--- src/hw/lsu_cfg.svh ---
// LSU configuration: address, data, ROB tag and data cache geometry widths
`ifndef LSU_CFG_SVH
`define LSU_CFG_SVH

`define LSU_ADDR_W      32
`define LSU_DATA_W      32
`define LSU_ROB_TAG_W   6

// Data cache geometry: 32-byte lines, 16 sets, 2 ways
`define LSU_DC_LINE_W   5
`define LSU_DC_INDEX_W  4
`define LSU_DC_WAY_W    1
`define LSU_DC_WAYS     2

// Tag bits left above index and byte offset
`define LSU_DC_TAG_W    (`LSU_ADDR_W - `LSU_DC_INDEX_W - `LSU_DC_LINE_W)

`endif

--- src/hw/lsu_pkg.sv ---
// LSU package: operation and line state encodings, stage and port records
`include "lsu_cfg.svh"

package lsu_pkg;

    typedef enum logic [3:0] {
        LSU_FUNC_LB  = 4'h0,
        LSU_FUNC_LH  = 4'h1,
        LSU_FUNC_LW  = 4'h2,
        LSU_FUNC_LBU = 4'h4,
        LSU_FUNC_LHU = 4'h5,
        LSU_FUNC_SB  = 4'h8,
        LSU_FUNC_SH  = 4'h9,
        LSU_FUNC_SW  = 4'ha
    } lsu_func_t;

    // PENDING marks a way reserved by a miss and waiting for its refill
    typedef enum logic [1:0] {
        DC_INVALID = 2'd0,
        DC_PENDING = 2'd1,
        DC_VALID   = 2'd2
    } dc_line_state_t;

    typedef struct packed {
        logic                          valid;
        lsu_func_t                     func;
        logic [`LSU_ADDR_W-1:0]        addr;
        logic [`LSU_ROB_TAG_W-1:0]     rob_tag;
        logic [`LSU_DATA_W-1:0]        data;
    } lsu_req_t;

    typedef struct packed {
        logic                          valid;
        lsu_func_t                     func;
        logic [`LSU_ADDR_W-1:0]        addr;
        logic [`LSU_ROB_TAG_W-1:0]     rob_tag;
        logic [`LSU_DATA_W-1:0]        data;
        logic                          is_store;
        logic [`LSU_DATA_W/8-1:0]      byte_mask;
        logic                          hit;
        logic [`LSU_DC_WAY_W-1:0]      way;
    } lsu_stage_t;

    typedef struct packed {
        logic                          valid;
        logic [`LSU_DATA_W-1:0]        data;
        logic [`LSU_ADDR_W-1:0]        addr;
        logic [`LSU_ROB_TAG_W-1:0]     rob_tag;
    } lsu_wb_t;

    // Line-aligned address of the missing access
    typedef struct packed {
        logic                          valid;
        logic [`LSU_ADDR_W-1:0]        addr;
        logic [`LSU_ROB_TAG_W-1:0]     rob_tag;
    } lsu_miss_t;

    typedef struct packed {
        logic                          valid;
        logic [`LSU_ADDR_W-1:0]        addr;
        logic [`LSU_DATA_W-1:0]        data;
        logic                          last;
    } lsu_refill_t;

endpackage

--- src/hw/lsu_tag_lookup.sv ---
// LSU tag lookup: tag/state/LRU arrays, hit check, miss allocation and refill validation
`timescale 1ns/1ns
`include "lsu_cfg.svh"

module lsu_tag_lookup import lsu_pkg::*; (
    input  logic                       clk,
    input  logic                       i_rst_n,
    input  lsu_stage_t                 i_stage,
    input  lsu_refill_t                i_refill,
    output lsu_stage_t                 o_stage,
    output logic [`LSU_DC_WAY_W-1:0]   o_refill_way
);

    localparam int SETS   = 1 << `LSU_DC_INDEX_W;
    localparam int TAG_LO = `LSU_DC_INDEX_W + `LSU_DC_LINE_W;

    logic [`LSU_DC_TAG_W-1:0]    tag_q   [`LSU_DC_WAYS][SETS];
    dc_line_state_t              state_q [`LSU_DC_WAYS][SETS];
    logic [SETS-1:0]             lru_q;

    logic [`LSU_DC_INDEX_W-1:0]  idx, rf_idx;
    logic [`LSU_DC_TAG_W-1:0]    tag, rf_tag;
    logic [`LSU_DC_WAYS-1:0]     hit_vec, pend_vec, rf_vec, rf_pend;
    logic                        hit, pending, rf_hit;
    logic [`LSU_DC_WAY_W-1:0]    hit_way, pend_way, victim;

    assign idx    = i_stage.addr[TAG_LO-1:`LSU_DC_LINE_W];
    assign tag    = i_stage.addr[`LSU_ADDR_W-1:TAG_LO];
    assign rf_idx = i_refill.addr[TAG_LO-1:`LSU_DC_LINE_W];
    assign rf_tag = i_refill.addr[`LSU_ADDR_W-1:TAG_LO];

    always_comb begin
        for (int w = 0; w < `LSU_DC_WAYS; w++) begin
            hit_vec[w]  = (state_q[w][idx] == DC_VALID) && (tag_q[w][idx] == tag);
            pend_vec[w] = (state_q[w][idx] == DC_PENDING) && (tag_q[w][idx] == tag);
            rf_pend[w]  = (state_q[w][rf_idx] == DC_PENDING);
            rf_vec[w]   = rf_pend[w] && (tag_q[w][rf_idx] == rf_tag);
        end
    end

    assign hit      = |hit_vec;
    assign pending  = |pend_vec;
    assign rf_hit   = |rf_vec;
    assign hit_way  = hit_vec[1];
    assign pend_way = pend_vec[1];
    assign victim   = lru_q[idx];

    // Refill way: matching PENDING tag, otherwise a reserved way, then the LRU way
    always_comb begin
        if (rf_hit)          o_refill_way = rf_vec[1];
        else if (rf_pend[0]) o_refill_way = 1'b0;
        else if (rf_pend[1]) o_refill_way = 1'b1;
        else                 o_refill_way = lru_q[rf_idx];
    end

    always_ff @(posedge clk) begin
        if (!i_rst_n) begin
            for (int w = 0; w < `LSU_DC_WAYS; w++) begin
                for (int s = 0; s < SETS; s++) begin
                    state_q[w][s] <= DC_INVALID;
                end
            end
            lru_q <= '0;
        end else begin
            if (i_stage.valid && hit) begin
                lru_q[idx] <= ~hit_way;
            end else if (i_stage.valid && !pending) begin
                state_q[victim][idx] <= DC_PENDING;
                lru_q[idx]           <= ~victim;
            end
            if (i_refill.valid && i_refill.last && rf_hit) begin
                state_q[o_refill_way][rf_idx] <= DC_VALID;
            end
        end
    end

    // New tag goes in with the allocation
    always_ff @(posedge clk) begin
        if (i_stage.valid && !hit && !pending) begin
            tag_q[victim][idx] <= tag;
        end
    end

    always_ff @(posedge clk) begin
        if (!i_rst_n) begin
            o_stage.valid <= 1'b0;
        end else begin
            o_stage.valid <= i_stage.valid;
        end
    end

    always_ff @(posedge clk) begin
        o_stage.func      <= i_stage.func;
        o_stage.addr      <= i_stage.addr;
        o_stage.rob_tag   <= i_stage.rob_tag;
        o_stage.data      <= i_stage.data;
        o_stage.is_store  <= i_stage.is_store;
        o_stage.byte_mask <= i_stage.byte_mask;
        o_stage.hit       <= hit;
        o_stage.way       <= hit ? hit_way : (pending ? pend_way : victim);
    end

endmodule

--- config.mk ---
export PLATFORM = sky130hd
export DESIGN_NAME = lsu_tag_lookup
export DESIGN_NICKNAME = d
export VERILOG_FILES = /design/src/hw/lsu_pkg.sv /design/src/hw/lsu_tag_lookup.sv
export VERILOG_INCLUDE_DIRS = /design/src /design/src/hw
export SDC_FILE = /design/constraint.sdc
export NUM_CORES = 1
export LEC_CHECK = 0
export CORE_MARGIN = 1.5
export CORE_UTILIZATION = 50
export CTS_BUF_LIST = sky130_fd_sc_hd__clkbuf_4 sky130_fd_sc_hd__clkbuf_8
export DETAILED_ROUTE_END_ITERATION = 6
export DONT_BUFFER_PORTS = 1
export HOLD_SLACK_MARGIN = 0.08
export PLACE_DENSITY = 0.72
export SLEW_MARGIN = 10
export SYNTH_ARGS = -nofsm -noshare
export SYNTH_HDL_FRONTEND = slang
export SYNTH_SLANG_ARGS = --single-unit
--- constraint.sdc ---
create_clock -name clk -period 15.23 [get_ports clk]
set_clock_uncertainty 0.05 [all_clocks]
set_input_delay 3.046 -clock clk [delete_from_list [all_inputs] [get_ports clk]]
set_output_delay 3.046 -clock clk [all_outputs]
set_load 0.05 [all_outputs]
==> out/qor.yml <==
outcome:
  status: "finished, final reports clean"
logic_synthesis:
  synth_top_family_by_area: "multiplexers"
  synth_adder_area_share_pct: 0
  synth_simple_gate_area_share_pct: 4.58
  ys_warn_count: 0
  synth_xor_area_share_pct: 1.88
  ys_seq_area_share_pct: 59.9
  synthCells: 2586
  synth.avg_cell_area_um2: 16.4
  syn_nets: 2736
  synth_top_area_share_pct: 52.2
  yosysUniqueCellTypes: 70
  synth_flop_cell: "edfxtp_1"
  ys_ff_latch: 898
  synth_compound_area_share_pct: 7.06
  synth_edf_count: 736
  async_reset_ff_share_pct: 0
  muxShareOfSynthArea_pct: 23.9
  ys_top_cells_by_count: "736 x edfxtp_1, 328 x mux4_2, 237 x mux2i_1"
  syn_area_mm2: 0.0423
  synth_top_area_cell: "edfxtp_1"
  synth_most_common_cell: "edfxtp_1"
  synth.area.top_cells: "edfxtp_1 52%, mux4_2 17%, dfxtp_1 7.7%, mux2i_1 5.6%, a22oi_1 1.6%"
timing:
  final.setup.tns_ns: 0
  drv_slew: 0
  rsz0062_at_grt: "no"
  max_freq_mhz: 109
  hold_viol_final: 0
  max_slew_margin_pct: 16.5
  setup_viol: 0
  min_period_over_period_pct: 60.4
  worst_pin_slew_ns: 1.25
  layout_min_cycle_time_ns: 9.20
die:
  pin_count: 233
  die_h_um: 294
  fp.dieW_um: 294
  core_area_mm2: 0.0837
  initial_core_util_pct: 50.6
  rows: 106
  dieArea_mm2: 0.0864
critical_path:
  crit_top_cell: "mux4_2"
  cp_top_family: "simple AND/OR/NAND/NOR gates"
  crit_buf_inv: 1
  crit_type: "in -> out"
  path_cells: "mux4_2 > mux4_2 > xnor2_1 > nand4_1 > nor2_1 > nor4b_1 > a22o_1 > buf_4"
  cp_slowest_cell: "nor4b_1"
  crit_start: "i_refill[38]"
  critPathMaxStageDelay_ns: 0.68
  worst_setup_path_end_kind: "output port"
  critical_path.max_fanout: 200
  arrival_ns: 6.10
  reg2reg_from: "state_q[0][1]"
  crit_required_ns: 12.13
  start_kind: "input pin"
worst_hold_path:
  min_path_type: "reg -> reg"
  min-delay-start: "state_q[0][30]"
route:
  wl_per_cell_um: 32.8
  drcViolationCount: 0
  ant_nets: 0
  drt_iter0_markers: 3866
  vias_per_cell: 6.92
  drtPass1Iterations: 6
  drt-total-wl_um: 126000
  num_vias: 26500
cts:
  cts_resized: 0
  cts_tree: "yes"
  cts_hold_buf: 0
  clk_latency_ns: 0.84
  cts_buffers: 149
  clkTransAtPathRegs_ns: 0.06
  cts.sinks: 898
  clk_root_buffer_cell: "clkbuf_8"
  clock_path_buffers: 3
  cts_max_level: 4
  cts_setup_buffers: 0
global_routing:
  grt_max_degree: 227
  grt_pass1_wl_um: 182000
  grt_pass1_vias: 26800
  grt_usage_pct: 29.2
  antenna_found_initial: 7
  overflow: 0
layout:
  post-route-util_pct: 55.3
  area_growth_pct: 9.46
  drive_above_1_share_pct: 25.9
  fin_nets: 2732
pwr:
  peakVddDrop_mv: 0.0950
  finalPower_mw: 5.25
  p_per_area_mw_per_mm2: 113
  leakage_nw: 15.3
place:
  portBuffers: 0
  gp_congestion: 0.913
  dp_hpwl_um: 71000
run:
  cap_viol_max_count: 0
[area by class of cell]
class | instances | area (um2)
clock inverters | 42 | 325
clock buffers | 224 | 2740
flip-flops and latches | 898 | 25300
inverters | 27 | 101
diodes | 3 | 7.51
well taps | 1134 | 1420
repair buffers | 44 | 330
multi-input cells | 1462 | 16000
fillers | 6435 | 37400
[flip-flops by register name, summed over array words and instances, names as in the netlist]
register  cells
tag_q       736
o_stage      82
lru_q        16
state_q      64
[worst paths after layout]
| check | to | slack [ns] | cells past startpoint |
|---|---|---|---|
| worst max-delay path | o_refill_way | 6.03 | 8 |
| worst min-delay path | state_q[0][30] | 0.43 | 2 |
| worst max register to register | tag_q[1][276] | 9.30 | 10 |
| worst min register to register | state_q[0][30] | 0.43 | 2 |
[power by group]
part	switching, mW	total [mW]	internal (mW)
Sequential	0.0538	2.74	2.68
Clock	0.975	2.19	1.22
Combinational	0.157	0.321	0.165
Total	1.19	5.25	4.06
[kinds of logic (layout without fill, tap and decap cells)]
kind of cell | Yosys count | in the layout
simple gates | 375 | 375
compound gates | 399 | 399
xor+xnor | 91 | 91
mux | 597 | 597
buf+inv | 226 | 337
other cells | 0 | 3
flops | 898 | 898
[metrics by stage]
stage / instance area (um2) / std cells / worst slack, ns / hold slack [ns]
after floorplan: 42300 / 2586 / 6.20 / 0.389
after global placement: 43200 / 3565 / 6.12 / 0.407
after detailed placement: 43200 / 3565 / 6.08 / 0.420
after CTS: 46300 / 3831 / 6.06 / 0.427
after global routing: 46300 / 3834 / 5.98 / 0.449
final: 46300 / 3834 / 6.03 / 0.427
[layer usage]
metal  up-vias  global-route usage, %  part of all wire [%]
met1     13600                   39.1                    37
li1      10700                      -                     -
met4         4                   12.4                   4.0
met3       358                   8.66                    13
met2      1908                   44.7                    46
met5         -                      0                 0.021
[worst min-delay path, stage by stage, from the launching register on]
cell and delay [ns]:
dfxtp_1 0.32, nand2_1 0.05, a21oi_1 0.05
[layout by cell type (no fill, tap or decap), types with 10 or more instances in the layout]
cell type,count
a211oi_1,23
a21o_1,28
a21oi_1,65
a221oi_1,38
a221oi_2,11
a22o_1,11
a22oi_1,91
a31oi_1,14
and3_1,26
buf_4,44
clkbuf_4,55
clkbuf_8,169
clkinv_1,22
clkinv_2,10
dfxtp_1,162
edfxtp_1,736
inv_1,24
mux2_1,11
mux2_2,21
mux2i_1,237
mux4_2,328
nand2_1,76
nand2b_1,14
nand3_1,23
nand4_1,32
nor2_1,64
nor2_4,17
nor3_1,32
nor3_2,10
nor4_1,17
o211ai_1,17
o21ai_0,10
o22ai_1,21
xnor2_1,74
xor2_1,17
(Power assumes the default switching activity.)
