**src/hw/lsu_cfg.svh**
```systemverilog
// LSU configuration: address, data, ROB tag and data cache geometry widths
`ifndef LSU_CFG_SVH
`define LSU_CFG_SVH

`define LSU_ADDR_W      32
`define LSU_DATA_W      32
`define LSU_ROB_TAG_W   6

// Data cache geometry: 32-byte lines, 16 sets, 2 ways
`define LSU_DC_LINE_W   5
`define LSU_DC_INDEX_W  4
`define LSU_DC_WAY_W    1
`define LSU_DC_WAYS     2

// Tag bits left above index and byte offset
`define LSU_DC_TAG_W    (`LSU_ADDR_W - `LSU_DC_INDEX_W - `LSU_DC_LINE_W)

`endif

```
**src/hw/lsu_pkg.sv**
```systemverilog
// LSU package: operation and line state encodings, stage and port records
`include "lsu_cfg.svh"

package lsu_pkg;

    typedef enum logic [3:0] {
        LSU_FUNC_LB  = 4'h0,
        LSU_FUNC_LH  = 4'h1,
        LSU_FUNC_LW  = 4'h2,
        LSU_FUNC_LBU = 4'h4,
        LSU_FUNC_LHU = 4'h5,
        LSU_FUNC_SB  = 4'h8,
        LSU_FUNC_SH  = 4'h9,
        LSU_FUNC_SW  = 4'ha
    } lsu_func_t;

    // PENDING marks a way reserved by a miss and waiting for its refill
    typedef enum logic [1:0] {
        DC_INVALID = 2'd0,
        DC_PENDING = 2'd1,
        DC_VALID   = 2'd2
    } dc_line_state_t;

    typedef struct packed {
        logic                          valid;
        lsu_func_t                     func;
        logic [`LSU_ADDR_W-1:0]        addr;
        logic [`LSU_ROB_TAG_W-1:0]     rob_tag;
        logic [`LSU_DATA_W-1:0]        data;
    } lsu_req_t;

    typedef struct packed {
        logic                          valid;
        lsu_func_t                     func;
        logic [`LSU_ADDR_W-1:0]        addr;
        logic [`LSU_ROB_TAG_W-1:0]     rob_tag;
        logic [`LSU_DATA_W-1:0]        data;
        logic                          is_store;
        logic [`LSU_DATA_W/8-1:0]      byte_mask;
        logic                          hit;
        logic [`LSU_DC_WAY_W-1:0]      way;
    } lsu_stage_t;

    typedef struct packed {
        logic                          valid;
        logic [`LSU_DATA_W-1:0]        data;
        logic [`LSU_ADDR_W-1:0]        addr;
        logic [`LSU_ROB_TAG_W-1:0]     rob_tag;
    } lsu_wb_t;

    // Line-aligned address of the missing access
    typedef struct packed {
        logic                          valid;
        logic [`LSU_ADDR_W-1:0]        addr;
        logic [`LSU_ROB_TAG_W-1:0]     rob_tag;
    } lsu_miss_t;

    typedef struct packed {
        logic                          valid;
        logic [`LSU_ADDR_W-1:0]        addr;
        logic [`LSU_DATA_W-1:0]        data;
        logic                          last;
    } lsu_refill_t;

endpackage

```
**src/hw/lsu_decode.sv**
```systemverilog
// LSU decode stage: classifies the operation and builds its byte mask
`timescale 1ns/1ns
`include "lsu_cfg.svh"

module lsu_decode import lsu_pkg::*; (
    input  logic        clk,
    input  logic        i_rst_n,
    input  lsu_req_t    i_req,
    output lsu_stage_t  o_stage
);

    logic                      is_store;
    logic [`LSU_DATA_W/8-1:0]  byte_mask;

    assign is_store = (i_req.func == LSU_FUNC_SB) || (i_req.func == LSU_FUNC_SH) ||
                      (i_req.func == LSU_FUNC_SW);

    // Lane select from size and the low address bits
    always_comb begin
        case (i_req.func)
            LSU_FUNC_LB, LSU_FUNC_LBU, LSU_FUNC_SB:
                byte_mask = 4'b0001 << i_req.addr[1:0];
            LSU_FUNC_LH, LSU_FUNC_LHU, LSU_FUNC_SH:
                byte_mask = 4'b0011 << {i_req.addr[1], 1'b0};
            default:
                byte_mask = 4'b1111;
        endcase
    end

    always_ff @(posedge clk) begin
        if (!i_rst_n) begin
            o_stage.valid <= 1'b0;
        end else begin
            o_stage.valid <= i_req.valid;
        end
    end

    always_ff @(posedge clk) begin
        o_stage.func      <= i_req.func;
        o_stage.addr      <= i_req.addr;
        o_stage.rob_tag   <= i_req.rob_tag;
        o_stage.data      <= i_req.data;
        o_stage.is_store  <= is_store;
        o_stage.byte_mask <= byte_mask;
        // Filled in by the tag lookup
        o_stage.hit       <= 1'b0;
        o_stage.way       <= '0;
    end

endmodule

```
**config.mk**
```make
export PLATFORM = sky130hd
export DESIGN_NAME = lsu_decode
export DESIGN_NICKNAME = d
export VERILOG_FILES = /design/src/hw/lsu_pkg.sv /design/src/hw/lsu_decode.sv
export VERILOG_INCLUDE_DIRS = /design/src /design/src/hw
export SDC_FILE = /design/constraint.sdc
export NUM_CORES = 1
export LEC_CHECK = 0
export BUFFER_PORTS_ARGS = -buffer_cell sky130_fd_sc_hd__buf_2
export CAP_MARGIN = 30
export CORE_MARGIN = 3
export CORE_UTILIZATION = 35
export CTS_CLUSTER_DIAMETER = 40
export DETAILED_ROUTE_END_ITERATION = 8
export PLACE_DENSITY = 0.77
export SETUP_SLACK_MARGIN = 0.05
export SYNTH_ARGS = -nofsm -noshare
export SYNTH_HDL_FRONTEND = slang
export SYNTH_SLANG_ARGS = --single-unit
```
**constraint.sdc**
```tcl
create_clock -name clk -period 0.8 [get_ports clk]
set_input_delay 0.12 -clock clk [delete_from_list [all_inputs] [get_ports clk]]
set_output_delay 0.12 -clock clk [all_outputs]
set_load 0.05 [all_outputs]
```
==> impl_metrics.env, run 1 <==
export IMPL_crit_buf_inv=1
export IMPL_crit_required_ns=0.68
export IMPL_n_antenna_cell=0
export IMPL_multi_input_area_sq_um=65.1
export IMPL_internal_power_w=0.00638
export IMPL_cts_buffers=9
export IMPL_first_iter_violations=94
export IMPL_num_vias=1855
export IMPL_syn_area_sq_um=1690
export IMPL_yosysSeqAreaShare_pct=95.0
export IMPL_yosysWarnings=0
export IMPL_grt_pass1_wl_um=12200
export IMPL_layout_commonest_cell="dfxtp_2"
export IMPL_num_rows=24
export IMPL_ys_ff_latch=80
export IMPL_vdd_ir_drop_max_mv=1.89
export IMPL_start_util_pct=37.4
export IMPL_grt_max_degree=14
export IMPL_finalMaxSlewViolations=0
export IMPL_power_leakage_nw=2.01
export IMPL_place_ws_ns=0.0993
export IMPL_netlist_instances=94
export IMPL_max_freq_mhz=1000
export IMPL_crit_fanout=1
export IMPL_use_met3_pct=10.6
export IMPL_post_drt_via_cell_ratio=4.72
export IMPL_drv_cap=0
export IMPL_track_usage_pct=31.7
export IMPL_slowest_stage="dfxtp_2"
export IMPL_area_delta_synth_final_pct=157
export IMPL_routabilityCongestion=0.695
export IMPL_layout_drive_gt1_share_pct=74.5
export IMPL_ctsLongestPathBuffers=2
export IMPL_violations="setup timing"
export IMPL_clkSinkCount=80
export IMPL_max_stage_delay_ns=0.37
export IMPL_holdCritPathClass="primary input to flip-flop"
export IMPL_grt_use_met2_pct=54.7
export IMPL_drc_errors=0
export IMPL_firstDrtPassIters=4
export IMPL_io_pins=159
export IMPL_placedInstanceArea_sq_um=2520
export IMPL_pwr_share_comb_pct=22.2
export IMPL_path_cells="buf_8"
export IMPL_top_register="o_stage"
export IMPL_antenna_found_initial=0
export IMPL_largest_reg_flops=80
export IMPL_setup_ws_ns=-0.197
export IMPL_yosysUniqueCellTypes=10
export IMPL_final_min_clock_period_ns=0.997
export IMPL_hpwl_um=3560
export IMPL_final_cell_mix="dfxtp_2 (80), buf_2 (76), dlygate4sd3_1 (75), buf_8 (75), clkbuf_8 (10)"
export IMPL_cts_tree="yes"
export IMPL_worstPathArrival_ns=0.88
export IMPL_finalInstanceArea_sq_um=4340
export IMPL_cts_reportedPaths_clkPinSlew_ns=0.10
export IMPL_htreeDepth=3
export IMPL_cts_root_buffer="clkbuf_8"
export IMPL_power_density_nw_per_um2=2150
export IMPL_p_sw_w=0.00293
export IMPL_cp_end_kind="output pin"
export IMPL_register_area_sq_um=1700
export IMPL_rsz0062_at_grt="yes"
export IMPL_layout_nets=413
export IMPL_final_hold_viol_count=0
export IMPL_setup_violations_final=82
export IMPL_ant_nets=0
export IMPL_gr_total_overflow=0
export IMPL_grt_util_met1_pct=34.6
export IMPL_finalCritPeriodShare_pct=125
export IMPL_totalWireLength_um=10700
export IMPL_die_width_um=75.4
export IMPL_reg_top3="o_stage x80"
export IMPL_post_drt_wl_per_cell_um=27.1
export IMPL_n_fill_cell=94
export IMPL_outcome="finished, violations left"
export IMPL_worstSetupStartpointType="flip-flop"
export IMPL_portBuffers=156
export IMPL_clockPowerShare_pct=30.2
export IMPL_coreArea_sq_um=4500
export IMPL_switching_share_pct=31.5
export IMPL_top_usage_layer="met2"
export IMPL_first_global_vias=1952
export IMPL_die_area_sq_um=5680
export IMPL_seqPwrFrac_pct=47.5
export IMPL_chipHeight_um=75.4
export IMPL_avgSynthCellArea_sq_um=17.9
export IMPL_crit_type="flip-flop to output pin"
export IMPL_crit_family="flip-flops"
## Yosys cell counts
cell type | number | share of area, %
and2_1 | 1 | 0.37
nor2b_1 | 1 | 0.37
inv_1 | 2 | 0.45
a21oi_2 | 1 | 0.52
dfxtp_1 | 80 | 95
o21ai_1 | 4 | 1.2
nor2_1 | 1 | 0.22
conb_1 | 1 | 0.22
buf_4 | 2 | 0.89
a211oi_2 | 1 | 0.74
## cell type report
type                       instances  share of cell area [%]
tap                               52                    1.50
clock inverter                     6                   0.808
inverter                           2                   0.173
sequential                        80                    39.2
multi-input combinational         11                    1.50
timing repair buffer             232                    53.6
clock buffer                      10                    3.17
## per-stage QoR
stage / utilization, % / cells / power [W] / hold WS (ns) / TNS [ns]
finish: 96.3 / 393 / 0.00931 / 0.0282 / -13.27
global route: 96.3 / 393 / 0.00949 / 0.0180 / -14.50
CTS: 94.0 / 393 / 0.00888 / 0.00623 / -12.19
detailed placement: 55.9 / 301 / 0.00557 / 0.224 / 0
global placement: 55.9 / 301 / 0.00555 / 0.222 / 0
floorplan: - / 95 / 0.00517 / 0.148 / 0
## what timing repair did
action,in CTS,in global routing
hold buffers,76,2
setup endpoints to repair,80,82
gates cloned,0,0
hold endpoints to repair,78,2
buffers inserted,0,0
gates resized for setup,288,28
## logic make-up after synthesis
logic type | after synthesis | share of synthesized area, %
DFF | 80 | 95.0
AOI/OAI and AO/OA | 6 | 2.45
other | 1 | 0.223
buffers and inverters | 4 | 1.34
and+or+nand+nor | 3 | 0.965
## path summary, 6_finish.rpt
check | startpoint | to | depth (start not counted) | slack (ns)
setup / recovery | o_stage[31]$_DFF_P_ | o_stage[31] | 1 | -0.20
hold / removal | i_req[71] | o_stage[6]$_DFF_P_ | 2 | 0.03
## power by group through the flow
stage | sequential, W | clock [W] | combinational [W]
6_report | 0.00442 | 0.00281 | 0.00207
5_1_grt | 0.00443 | 0.00296 | 0.00210
4_1_cts | 0.00437 | 0.00263 | 0.00189
3_5_place_dp | 0.00434 | 0 | 0.00123
3_3_place_gp | 0.00433 | 0 | 0.00122
2_1_floorplan | 0.00512 | 0 | 0.0000481
## layer usage
layer	wire, um	part of all wire [%]	up-vias
li1	-	-	770
met1	3600	34	887
met2	5640	53	146
met3	902	8.5	52
met4	511	4.8	0
met5	0	0	-
Note: power is estimated with default switching activity, not from simulation.
==> inputs of run 2 (changes only) <==
Settings changed: CORE_MARGIN 3 to 2.
==> impl_metrics.env, run 2 (synthesis gave the netlist of run 1 again) <==
export IMPL_drc_errors=0
export IMPL_layout_drive_gt1_share_pct=73.8
export IMPL_hpwl_um=3110
export IMPL_first_global_vias=1891
export IMPL_cts_reportedPaths_clkPinSlew_ns=0.09
export IMPL_final_min_clock_period_ns=0.978
export IMPL_crit_family="flip-flops"
export IMPL_final_cell_mix="dfxtp_2 (80), dlygate4sd3_1 (76), buf_2 (76)"
export IMPL_die_area_sq_um=5390
export IMPL_top_register="o_stage"
export IMPL_post_drt_wl_per_cell_um=20.3
export IMPL_coreArea_sq_um=4690
export IMPL_final_cells=394
export IMPL_tns_ns=-11.45
export IMPL_crit_fanout=1
export IMPL_layout_nets=413
export IMPL_num_vias=1690
export IMPL_num_rows=25
export IMPL_die_width_um=73.4
export IMPL_place_ws_ns=0.0973
export IMPL_n_fill_cell=144
export IMPL_chipHeight_um=73.4
export IMPL_crit_required_ns=0.68
export IMPL_cp_end_kind="output pin"
export IMPL_violations="setup timing"
export IMPL_total_power_w=0.00933
export IMPL_totalWireLength_um=8010
export IMPL_firstDrtPassIters=4
export IMPL_power_leakage_nw=1.99
export IMPL_ant_nets=0
export IMPL_first_iter_violations=64
export IMPL_post_drt_via_cell_ratio=4.29
export IMPL_cts_buffers=9
export IMPL_routabilityCongestion=0.655
export IMPL_holdCritPathClass="primary input to flip-flop"
export IMPL_crit_type="flip-flop to output pin"
export IMPL_multi_input_area_sq_um=65.1
export IMPL_holdBufCountCts=76
export IMPL_worstPathArrival_ns=0.86
export IMPL_cts_tree="yes"
export IMPL_cts_root_buffer="clkbuf_8"
export IMPL_finalCritPeriodShare_pct=122
export IMPL_max_freq_mhz=1020
export IMPL_grt_pass1_wl_um=10500
export IMPL_setup_violations_final=80
export IMPL_n_antenna_cell=0
export IMPL_track_usage_pct=27.4
export IMPL_outcome="finished, violations left"
export IMPL_grt_util_met1_pct=28.5
export IMPL_io_pins=159
export IMPL_power_density_nw_per_um2=2150
export IMPL_setup_ws_ns=-0.178
export IMPL_finalMaxSlewViolations=0
export IMPL_crit_buf_inv=1
export IMPL_largest_reg_flops=80
export IMPL_vdd_ir_drop_max_mv=1.77
export IMPL_grt_max_degree=13
export IMPL_cts_setup_buffers=0
export IMPL_reg_top3="o_stage x80"
export IMPL_area_delta_synth_final_pct=157
export IMPL_start_util_pct=35.9
export IMPL_placedInstanceArea_sq_um=2520
export IMPL_use_met3_pct=6.72
export IMPL_portBuffers=156
export IMPL_rsz0062_at_grt="yes"
export IMPL_slowest_stage="dfxtp_2"
export IMPL_register_area_sq_um=1700
export IMPL_max_stage_delay_ns=0.35
export IMPL_path_cells="buf_6"
export IMPL_top_usage_layer="met2"
export IMPL_gr_total_overflow=0
export IMPL_ctsLongestPathBuffers=2
export IMPL_antenna_found_initial=0
export IMPL_layout_commonest_cell="dfxtp_2"
export IMPL_finalInstanceArea_sq_um=4330
export IMPL_htreeDepth=3
export IMPL_drv_cap=0
export IMPL_grt_use_met2_pct=53.6
export IMPL_final_hold_viol_count=0
export IMPL_worstSetupStartpointType="flip-flop"
export IMPL_dp_cells=303
export IMPL_clkSinkCount=80
-- run 2: cell types whose count changed in the layout (fill, tap and decap cells not counted), sizes merged --
cell and delta:
bufinv +1, clkbuf +2, clkinv -3, clkinvlp -1, dlygate4sd3 +1, dlymetal6s4s -1
-- run 2: where the power goes --
| group | switching (W) | internal [W] | total [W] |
|---|---|---|---|
| Combinational | 0.00106 | 0.000928 | 0.00199 |
| Sequential | 0.000161 | 0.00424 | 0.00441 |
| Clock | 0.00142 | 0.00151 | 0.00293 |
| Total | 0.00264 | 0.00668 | 0.00933 |
-- run 2: final cells by class --
class	instances	share of cell area [%]
tap	54	1.56
multi-input combinational	11	1.50
clock buffer	12	3.35
sequential	80	39.3
clock inverter	3	0.982
timing repair buffer	232	53.2
inverter	2	0.173
-- run 2: metrics by stage --
stage | hold slack, ns | utilization, %
6_report | 0.00585 | 92.4
5_1_grt | -0.00224 | 92.4
4_1_cts | -0.00186 | 89.9
3_5_place_dp | 0.224 | 53.8
3_3_place_gp | 0.222 | 53.8
2_1_floorplan | 0.148 | -
-- run 2: worst paths after layout --
kind,from,end,cells past startpoint
hold / removal,i_req[71],o_stage[6]$_DFF_P_,2
setup / recovery,o_stage[38]$_DFF_P_,o_stage[38],1
-- run 2: what timing repair did --
action	4_1_cts	5_1_grt
cloned	0	0
endpoints found under the setup margin	80	80
gates resized for setup	279	31
pin swaps	0	0
hold endpoints to repair	78	1
-- run 2: layer usage --
| metal | vias up | wire, um | part of all wire, % |
|---|---|---|---|
| met1 | 802 | 2810 | 35 |
| met5 | - | 0 | 0 |
| met4 | 0 | 148 | 1.8 |
| met2 | 104 | 4540 | 57 |
| li1 | 768 | - | - |
| met3 | 16 | 521 | 6.5 |
