==> config.mk <==
export PLATFORM = sky130hd
export DESIGN_NAME = lsu_result
export DESIGN_NICKNAME = d
export VERILOG_FILES = /design/src/hw/lsu_pkg.sv /design/src/hw/lsu_result.sv
export VERILOG_INCLUDE_DIRS = /design/src /design/src/hw
export SDC_FILE = /design/constraint.sdc
export NUM_CORES = 1
export LEC_CHECK = 0
export BUFFER_PORTS_ARGS = -buffer_cell sky130_fd_sc_hd__buf_2
export CAP_MARGIN = 20
export CORE_MARGIN = 3
export CORE_UTILIZATION = 38
export CTS_BUF_LIST = sky130_fd_sc_hd__clkbuf_8
export DETAILED_ROUTE_END_ITERATION = 12
export GPL_TIMING_DRIVEN = 0
export PLACE_DENSITY = 0.82
export SYNTH_ARGS = -nofsm -noshare
export SYNTH_HDL_FRONTEND = slang
export SYNTH_SLANG_ARGS = --single-unit
==> constraint.sdc <==
create_clock -name clk -period 1.8 [get_ports clk]
set_input_delay 0.09 -clock clk [delete_from_list [all_inputs] [get_ports clk]]
set_output_delay 0.09 -clock clk [all_outputs]
set_load 0.05 [all_outputs]
==> src/hw/lsu_cfg.svh <==
// LSU configuration: address, data, ROB tag and data cache geometry widths
`ifndef LSU_CFG_SVH
`define LSU_CFG_SVH

`define LSU_ADDR_W      32
`define LSU_DATA_W      32
`define LSU_ROB_TAG_W   6

// Data cache geometry: 32-byte lines, 16 sets, 2 ways
`define LSU_DC_LINE_W   5
`define LSU_DC_INDEX_W  4
`define LSU_DC_WAY_W    1
`define LSU_DC_WAYS     2

// Tag bits left above index and byte offset
`define LSU_DC_TAG_W    (`LSU_ADDR_W - `LSU_DC_INDEX_W - `LSU_DC_LINE_W)

`endif

==> src/hw/lsu_pkg.sv <==
// LSU package: operation and line state encodings, stage and port records
`include "lsu_cfg.svh"

package lsu_pkg;

    typedef enum logic [3:0] {
        LSU_FUNC_LB  = 4'h0,
        LSU_FUNC_LH  = 4'h1,
        LSU_FUNC_LW  = 4'h2,
        LSU_FUNC_LBU = 4'h4,
        LSU_FUNC_LHU = 4'h5,
        LSU_FUNC_SB  = 4'h8,
        LSU_FUNC_SH  = 4'h9,
        LSU_FUNC_SW  = 4'ha
    } lsu_func_t;

    // PENDING marks a way reserved by a miss and waiting for its refill
    typedef enum logic [1:0] {
        DC_INVALID = 2'd0,
        DC_PENDING = 2'd1,
        DC_VALID   = 2'd2
    } dc_line_state_t;

    typedef struct packed {
        logic                          valid;
        lsu_func_t                     func;
        logic [`LSU_ADDR_W-1:0]        addr;
        logic [`LSU_ROB_TAG_W-1:0]     rob_tag;
        logic [`LSU_DATA_W-1:0]        data;
    } lsu_req_t;

    typedef struct packed {
        logic                          valid;
        lsu_func_t                     func;
        logic [`LSU_ADDR_W-1:0]        addr;
        logic [`LSU_ROB_TAG_W-1:0]     rob_tag;
        logic [`LSU_DATA_W-1:0]        data;
        logic                          is_store;
        logic [`LSU_DATA_W/8-1:0]      byte_mask;
        logic                          hit;
        logic [`LSU_DC_WAY_W-1:0]      way;
    } lsu_stage_t;

    typedef struct packed {
        logic                          valid;
        logic [`LSU_DATA_W-1:0]        data;
        logic [`LSU_ADDR_W-1:0]        addr;
        logic [`LSU_ROB_TAG_W-1:0]     rob_tag;
    } lsu_wb_t;

    // Line-aligned address of the missing access
    typedef struct packed {
        logic                          valid;
        logic [`LSU_ADDR_W-1:0]        addr;
        logic [`LSU_ROB_TAG_W-1:0]     rob_tag;
    } lsu_miss_t;

    typedef struct packed {
        logic                          valid;
        logic [`LSU_ADDR_W-1:0]        addr;
        logic [`LSU_DATA_W-1:0]        data;
        logic                          last;
    } lsu_refill_t;

endpackage

==> src/hw/lsu_result.sv <==
// LSU result stage: load data extraction and extension, registered writeback and miss
`timescale 1ns/1ns
`include "lsu_cfg.svh"

module lsu_result import lsu_pkg::*; (
    input  logic                    clk,
    input  logic                    i_rst_n,
    input  lsu_stage_t              i_stage,
    input  logic [`LSU_DATA_W-1:0]  i_rd_word,
    output lsu_wb_t                 o_wb,
    output lsu_miss_t               o_miss
);

    logic [`LSU_DATA_W-1:0]  shifted;
    logic [`LSU_DATA_W-1:0]  ld_data;

    // Bring the addressed byte or halfword down to bit 0
    assign shifted = i_rd_word >> {i_stage.addr[1:0], 3'b000};

    always_comb begin
        case (i_stage.func)
            LSU_FUNC_LB:  ld_data = {{(`LSU_DATA_W-8){shifted[7]}}, shifted[7:0]};
            LSU_FUNC_LH:  ld_data = {{(`LSU_DATA_W-16){shifted[15]}}, shifted[15:0]};
            LSU_FUNC_LBU: ld_data = {{(`LSU_DATA_W-8){1'b0}}, shifted[7:0]};
            LSU_FUNC_LHU: ld_data = {{(`LSU_DATA_W-16){1'b0}}, shifted[15:0]};
            default:      ld_data = i_rd_word;
        endcase
    end

    always_ff @(posedge clk) begin
        if (!i_rst_n) begin
            o_wb.valid   <= 1'b0;
            o_miss.valid <= 1'b0;
        end else begin
            o_wb.valid   <= i_stage.valid && i_stage.hit && !i_stage.is_store;
            o_miss.valid <= i_stage.valid && !i_stage.hit;
        end
    end

    always_ff @(posedge clk) begin
        o_wb.data      <= ld_data;
        o_wb.addr      <= i_stage.addr;
        o_wb.rob_tag   <= i_stage.rob_tag;
        o_miss.addr    <= {i_stage.addr[`LSU_ADDR_W-1:`LSU_DC_LINE_W], {`LSU_DC_LINE_W{1'b0}}};
        o_miss.rob_tag <= i_stage.rob_tag;
    end

endmodule

==> reports/summary.txt, run 1 <==
N_diodes - 0
WHS Endpoint - o_wb[39]
Seq cells post-synth - 72
Max cap viols - 0
Cts repair resizes - 0
Placed cells - 499
Cell variety after synth - 27
Die Wd - 87.0 µm
Clock transition at path regs - 0.07 ns
Slowest stage delay, CP - 0.58 ns
CP max-delay cell - mux4_2
Worst min path class - input pin to register
Share of cells above drive strength 1 - 50.2%
Sw frac - 34.7%
Final min period - 1.73 ns
Seq/Total Area, Yosys - 57.9%
Cell Area, Synth - 2490 µm²
Antenna violations before repair - 0
Pre-antenna DRT Iters - 4
Vias in the first global route - 2837
Total CTS buffers - 9
Most frequent cells in the layout - buf_2, dfxtp_1, dlygate4sd3_1
WP data arrival - 1.93 ns
DPL Wire Length - 6510 µm
Final setup TNS - 0 ns
Total Die Area - 7560 µm²
CP required - 2.00 ns
Most common cell after layout, fill and taps aside - buf_2
CP endpoint kind - register
Synth warn - 0
Core area - 6130 µm²
Max Fclk - 580 MHz
Startpoint Class - input pin
Combinational Power Share - 28.5%
DRT iter0 DRCs - 139
Post-route DRC - 0
Outcome - completed
Critical-path cell list - dlygate4sd3_1 > buf_2 > buf_6 > mux4_2 > a21oi_2 > o31ai_1
Crit share post-route - 95.9%
Final hold viol count - 0
Layout net count - 613
Max Root-Sink Buffers - 2
Cells after Synth - 237
Crit-path max FO - 7
Maximum vdd drop - 633 µV
Antenna viol nets, final - 0
Final Non-Filler Cells - 577
Hold path depth - 3
Psw - 0.00146 W
I/O pin cnt - 226
Leak Pwr - 2.20 nW
Total clock sinks - 72
Buffers and inverters on the worst path - 3
Hold Path Origin - i_rd_word[1]
PwrDens - 974 nW/µm²
Die Height - 87.0 µm
RSZ-0062 raised after global routing - false
CTS tree - done
Detailed-route vias per instance - 4.82
Total grt overflow - 0
H-tree levels - 3
Overall routing resource usage - 26.2%
Max Slew Vio Count - 0
Routed wire length - 10100 µm
Area Overhead vs Synth - 73.9%
Via count - 2782
Mean Syn Cell Area - 10.5 µm²
Routed len/inst - 17.6 µm
Num rows - 28
CTS root buffer - clkbuf_8
Critical path class - input pin to register
Power Internal - 0.00275 W
Starting Density - 40.6%
Largest net degree at the start of global routing - 13
GPL Wtd Cong - 0.893
IO Port Bufs - 183
Cell family with most CP delay - buffers and inverters
First-pass GRT wire length - 14900 µm
Clock power frac - 30.1%
Final setup viols - 0
Sequential power share - 41.4%
-- power by group through the flow --
stage	registers, W	logic, W	clock network (W)
5_1_grt	0.00175	0.00125	0.00135
2_1_floorplan	0.00217	0.000383	0
6_report	0.00175	0.00120	0.00127
3_3_place_gp	0.00177	0.00106	0
4_1_cts	0.00174	0.00118	0.00129
3_5_place_dp	0.00177	0.00107	0
-- layer usage --
layer | vias up | global-route usage (%) | routed length, µm
met1 | 1313 | 26.9 | 3580
met2 | 159 | 48.5 | 5370
met3 | 22 | 7.38 | 871
li1 | 1288 | - | -
met4 | 0 | 11.9 | 334
met5 | - | 0 | 0
-- worst max-delay path by stage --
| stage | to | cells past startpoint | slack (ns) | from |
|---|---|---|---|---|
| detailed placement | o_wb[57] | 6 | 0.27 | i_stage[46] |
| floorplan | o_wb[54] | 5 | 0.50 | i_stage[46] |
| finish | o_wb[47] | 6 | 0.07 | i_stage[46] |
| global route | o_wb[42] | 7 | 0.01 | i_stage[45] |
| CTS | o_wb[57] | 7 | 0.1 | i_stage[46] |
| global placement | o_wb[57] | 6 | 0.28 | i_stage[46] |
-- kinds of logic (layout without fill, tap and decap cells) --
kind of cell	after synthesis	count (layout)	synth area share, %
simple gates	47	47	8.19
flops	72	72	57.9
other cells	1	5	0.151
mux	10	10	5.32
buf+inv	53	314	14.4
compound gates	54	54	14.1
-- cells in the mapped netlist, drive strengths merged --
| library cell | count | area (µm²) |
|---|---|---|
| mux4 | 1 | 22.5 |
| clkbuf | 8 | 30.0 |
| mux2i | 3 | 42.5 |
| a31oi | 6 | 37.5 |
| a22oi | 7 | 52.6 |
| mux2 | 6 | 67.6 |
| inv | 3 | 11.3 |
| conb | 1 | 3.75 |
| nor2 | 9 | 33.8 |
| buf | 42 | 318 |
| o2bb2ai | 1 | 8.76 |
| a21oi | 3 | 18.8 |
| a221oi | 7 | 61.3 |
| or2 | 1 | 6.26 |
| nor2b | 7 | 43.8 |
| nor3b | 1 | 7.51 |
| dfxtp | 72 | 1440 |
| nand3b | 1 | 7.51 |
| o31ai | 6 | 45.0 |
| o21ai | 23 | 115 |
| nand2 | 28 | 105 |
| o221a | 1 | 11.3 |
-- layout make-up --
type                       instances  area [µm²]
buffer                            50         348
tap                               75        93.8
fill                             442        1800
inverter                           3        11.3
multi-input combinational        116         706
timing repair buffer             245        1530
clock inverter                     6        60.1
sequential                        72        1440
clock buffer                      10         138
-- metrics by stage --
| stage | utilization (%) | total power, W | setup WS (ns) | instance area (µm²) | hold slack [ns] |
|---|---|---|---|---|---|
| 2_1_floorplan | - | 0.00255 | 0.501 | 2510 | 0.118 |
| 3_3_place_gp | 57.3 | 0.00283 | 0.281 | 3520 | 0.193 |
| 3_5_place_dp | 57.3 | 0.00285 | 0.266 | 3520 | 0.194 |
| 4_1_cts | 70.5 | 0.00421 | 0.0964 | 4320 | 0.00387 |
| 5_1_grt | 70.7 | 0.00436 | 0.00954 | 4330 | 0.0151 |
| 6_report | 70.7 | 0.00422 | 0.0747 | 4330 | 0.0109 |
-- registers in the layout (all words and copies together), names as in the netlist --
name    flops
o_miss      8
o_wb       64
-- tightest hold or removal path, stage by stage --
cell and delay (ns):
buf_2 0.08, a22oi_1 0.07, o21ai_0 0.07
-- repair_timing --
item                                    CTS  global route
endpoints found under the setup margin    0             5
hold endpoints to repair                 59             0
hold buffers                             61             0
buffers inserted                          0             1
(Power assumes the default switching activity.)
==> run 2, diff against run 1 <==
--- a/config.mk
+++ b/config.mk
@@ -8,12 +8,15 @@
 export LEC_CHECK = 0
 export BUFFER_PORTS_ARGS = -buffer_cell sky130_fd_sc_hd__buf_2
 export CAP_MARGIN = 20
+export CELL_PAD_IN_SITES_DETAIL_PLACEMENT = 1
+export CELL_PAD_IN_SITES_GLOBAL_PLACEMENT = 1
 export CORE_MARGIN = 3
-export CORE_UTILIZATION = 38
+export CORE_UTILIZATION = 26
 export CTS_BUF_LIST = sky130_fd_sc_hd__clkbuf_8
 export DETAILED_ROUTE_END_ITERATION = 12
 export GPL_TIMING_DRIVEN = 0
-export PLACE_DENSITY = 0.82
+export PLACE_DENSITY_LB_ADDON = 0.1
+export SKIP_LAST_GASP = 1
 export SYNTH_ARGS = -nofsm -noshare
 export SYNTH_HDL_FRONTEND = slang
 export SYNTH_SLANG_ARGS = --single-unit
==> run 2 against run 1 <==
  * Wire length shrank 9.8%
  * Via count shrank 4.2%
  * Core utilization shrank 22 points
  * Maximum frequency shrank 0.32%
  * Worst setup slack lost 0.0055 ns
  * Clock-buffer cell count shrank 1
  * Die area grew 43%
  * Design area grew 3.7%
  * First-iteration DRC count shrank 65%
  * Cell count grew 10%
  * Flip-flop and latch count is the same
  * Clock power grew 18%
  * Largest cell class unchanged
  * Largest power group unchanged
  * Highest routed layer unchanged
==> reports/summary.txt, run 2 (synthesis gave the netlist of run 1 again) <==
Outcome - completed
CTS tree - done
Max Slew Vio Count - 0 (unchanged)
Final min period - 1.73 ns (+0.00549 ns)
Layout net count - 618 (+0.82%)
Share of cells above drive strength 1 - 49.6% (-0.59 points)
Starting Density - 26.8% (-14 points)
Power Internal - 0.00300 W (+9.0%)
Pre-antenna DRT Iters - 4 (unchanged)
Num rows - 35 (+25%)
Most frequent cells in the layout - buf_2, dfxtp_1, dlygate4sd3_1
Clock transition at path regs - 0.08 ns (about the same)
I/O pin cnt - 226 (unchanged)
Most common cell after layout, fill and taps aside - buf_2
Area Overhead vs Synth - 80.4%
Total grt overflow - 0 (unchanged)
Pwr Total - 0.00444 W (+5.2%)
WP data arrival - 1.94 ns (about the same)
Overall routing resource usage - 17.2% (-8.9 points)
Antenna violations before repair - 0 (unchanged)
IO Port Bufs - 183 (unchanged)
Antenna viol nets, final - 0 (unchanged)
Maximum vdd drop - 349 µV (-45%)
CP endpoint kind - register
Critical-path cell list - dlygate4sd3_1 > buf_2 > buf_6 > mux4_2 > mux2i_4 > buf_6 > o21ai_1
Max Fclk - 578 MHz (-0.32%)
Core area - 9280 µm² (+51%)
Hold path depth - 3 (unchanged)
N_diodes - 0 (unchanged)
CP max-delay cell - mux4_2
DRT iter0 DRCs - 49 (-65%)
Top Registers - o_wb: 64 flops, o_miss: 8 flops
Largest Register - o_wb
Startpoint Class - input pin
Psw - 0.00144 W (-1.9%)
Largest net degree at the start of global routing - 13 (unchanged)
Crit-path max FO - 10 (+3)
Die Height - 104 µm (+19%)
DPL Wire Length - 6550 µm (+0.58%)
GPL Wtd Cong - 0.736 (-18%)
Detailed-route vias per instance - 4.20 (-13%)
Total CTS buffers - 9 (unchanged)
Combinational Power Share - 26.9% (-1.6 points)
Slowest stage delay, CP - 0.60 ns (+0.02 ns)
Die Wd - 104 µm (+19%)
Buffers and inverters on the worst path - 4 (+1)
Total Die Area - 10800 µm² (+43%)
Routed len/inst - 14.4 µm (-18%)
Max reg flops - 64 (unchanged)
Clock power frac - 33.9% (+3.8 points)
Sequential power share - 39.1% (-2.3 points)
RSZ-0062 raised after global routing - true
Worst min path class - input pin to register
PwrDens - 987 nW/µm² (+1.4%)
Crit share post-route - 96.2% (+0.30 points)
Total clock sinks - 72 (unchanged)
Post-route DRC - 0 (unchanged)
CP required - 2.00 ns (about the same)
Layout filler cell count - 1147 (+160%)
Max Root-Sink Buffers - 2 (unchanged)
Sw frac - 32.4% (-2.3 points)
Relative slew margins - 66.4%
H-tree levels - 3 (unchanged)
CTS root buffer - clkbuf_8
Hold Path Origin - i_rd_word[5]
Max cap viols - 0 (unchanged)
Final hold viol count - 0 (unchanged)
Routed wire length - 9150 µm (-9.8%)
Worst-margin pin slew - 0.502 ns
Leak Pwr - 2.24 nW (+1.6%)
Cell family with most CP delay - buffers and inverters
CP dominant cell by count - buf_6
First-pass GRT wire length - 14800 µm (-0.56%)
WHS Endpoint - o_wb[43]
Via count - 2664 (-4.2%)
Critical path class - input pin to register
Vias in the first global route - 2847 (+0.35%)
Final setup viols - 0 (unchanged)
Final setup TNS - 0 ns (unchanged)
-- run 2: cell count changes in the layout (fill, tap and decap cells not counted) --
cell / change
dlygate4sd3_1: +5
bufinv_16: +2
clkinv_2: -2
a21oi_2: -1
a21oi_4: +1
clkbuf_8: -1
-- run 2: cell type report --
cell class / instances / area, µm² / area share, %
repair buffers: 250 / 1580 / 35.3
flip-flops and latches: 72 / 1440 / 32.1
multi-input cells: 116 / 713 / 15.9
plain buffers: 50 / 348 / 7.74
well taps: 129 / 161 / 3.59
clock buffers: 9 / 124 / 2.76
clock inverters: 6 / 110 / 2.45
inverters: 3 / 11.3 / 0.251
-- run 2: metal layers --
layer  global-route usage (%)  part of all wire, %
met1                     20.0                   41
met2                     29.6                   50
met3                     4.78                  6.8
met4                     7.60                  1.9
met5                        0                    0
-- run 2: power groups by stage --
stage                     sequential [W]  combinational (W)  clock [W]
after CTS                        0.00174            0.00119    0.00157
final                            0.00174            0.00120    0.00150
after detailed placement         0.00177            0.00108          0
after floorplan                  0.00217           0.000383          0
after global placement           0.00177            0.00107          0
after global routing             0.00175            0.00126    0.00162
-- run 2: stage by stage --
step	hold WS [ns]	utilization, %	std cells	setup slack (ns)	instance area [µm²]
after floorplan	0.118	-	241	0.501	2510
after global placement	0.193	38.6	553	0.208	3580
after detailed placement	0.194	38.6	553	0.210	3580
after CTS	0.00615	48.2	634	0.0523	4480
after global routing	0.0142	48.4	635	-0.0186	4490
final	0.0124	48.4	635	0.0692	4490
-- run 2: repair_timing --
action / 4_1_cts / 5_1_grt
setup endpoints to repair: 0 / 14
setup buffers: 0 / 1
hold buffers: 66 / 0
resized for setup: 0 / 1
endpoints found under the hold margin: 64 / 0
-- run 2: how the worst max path moves through the flow --
| stage | slack (ns) | from | cells after the start | to |
|---|---|---|---|---|
| after floorplan | 0.50 | i_stage[46] | 5 | o_wb[54] |
| after global placement | 0.21 | i_stage[46] | 6 | o_wb[60] |
| after detailed placement | 0.21 | i_stage[46] | 6 | o_wb[60] |
| after CTS | 0.05 | i_stage[46] | 7 | o_wb[60] |
| after global routing | -0.02 | i_stage[46] | 7 | o_wb[54] |
| final | 0.07 | i_stage[46] | 7 | o_wb[54] |
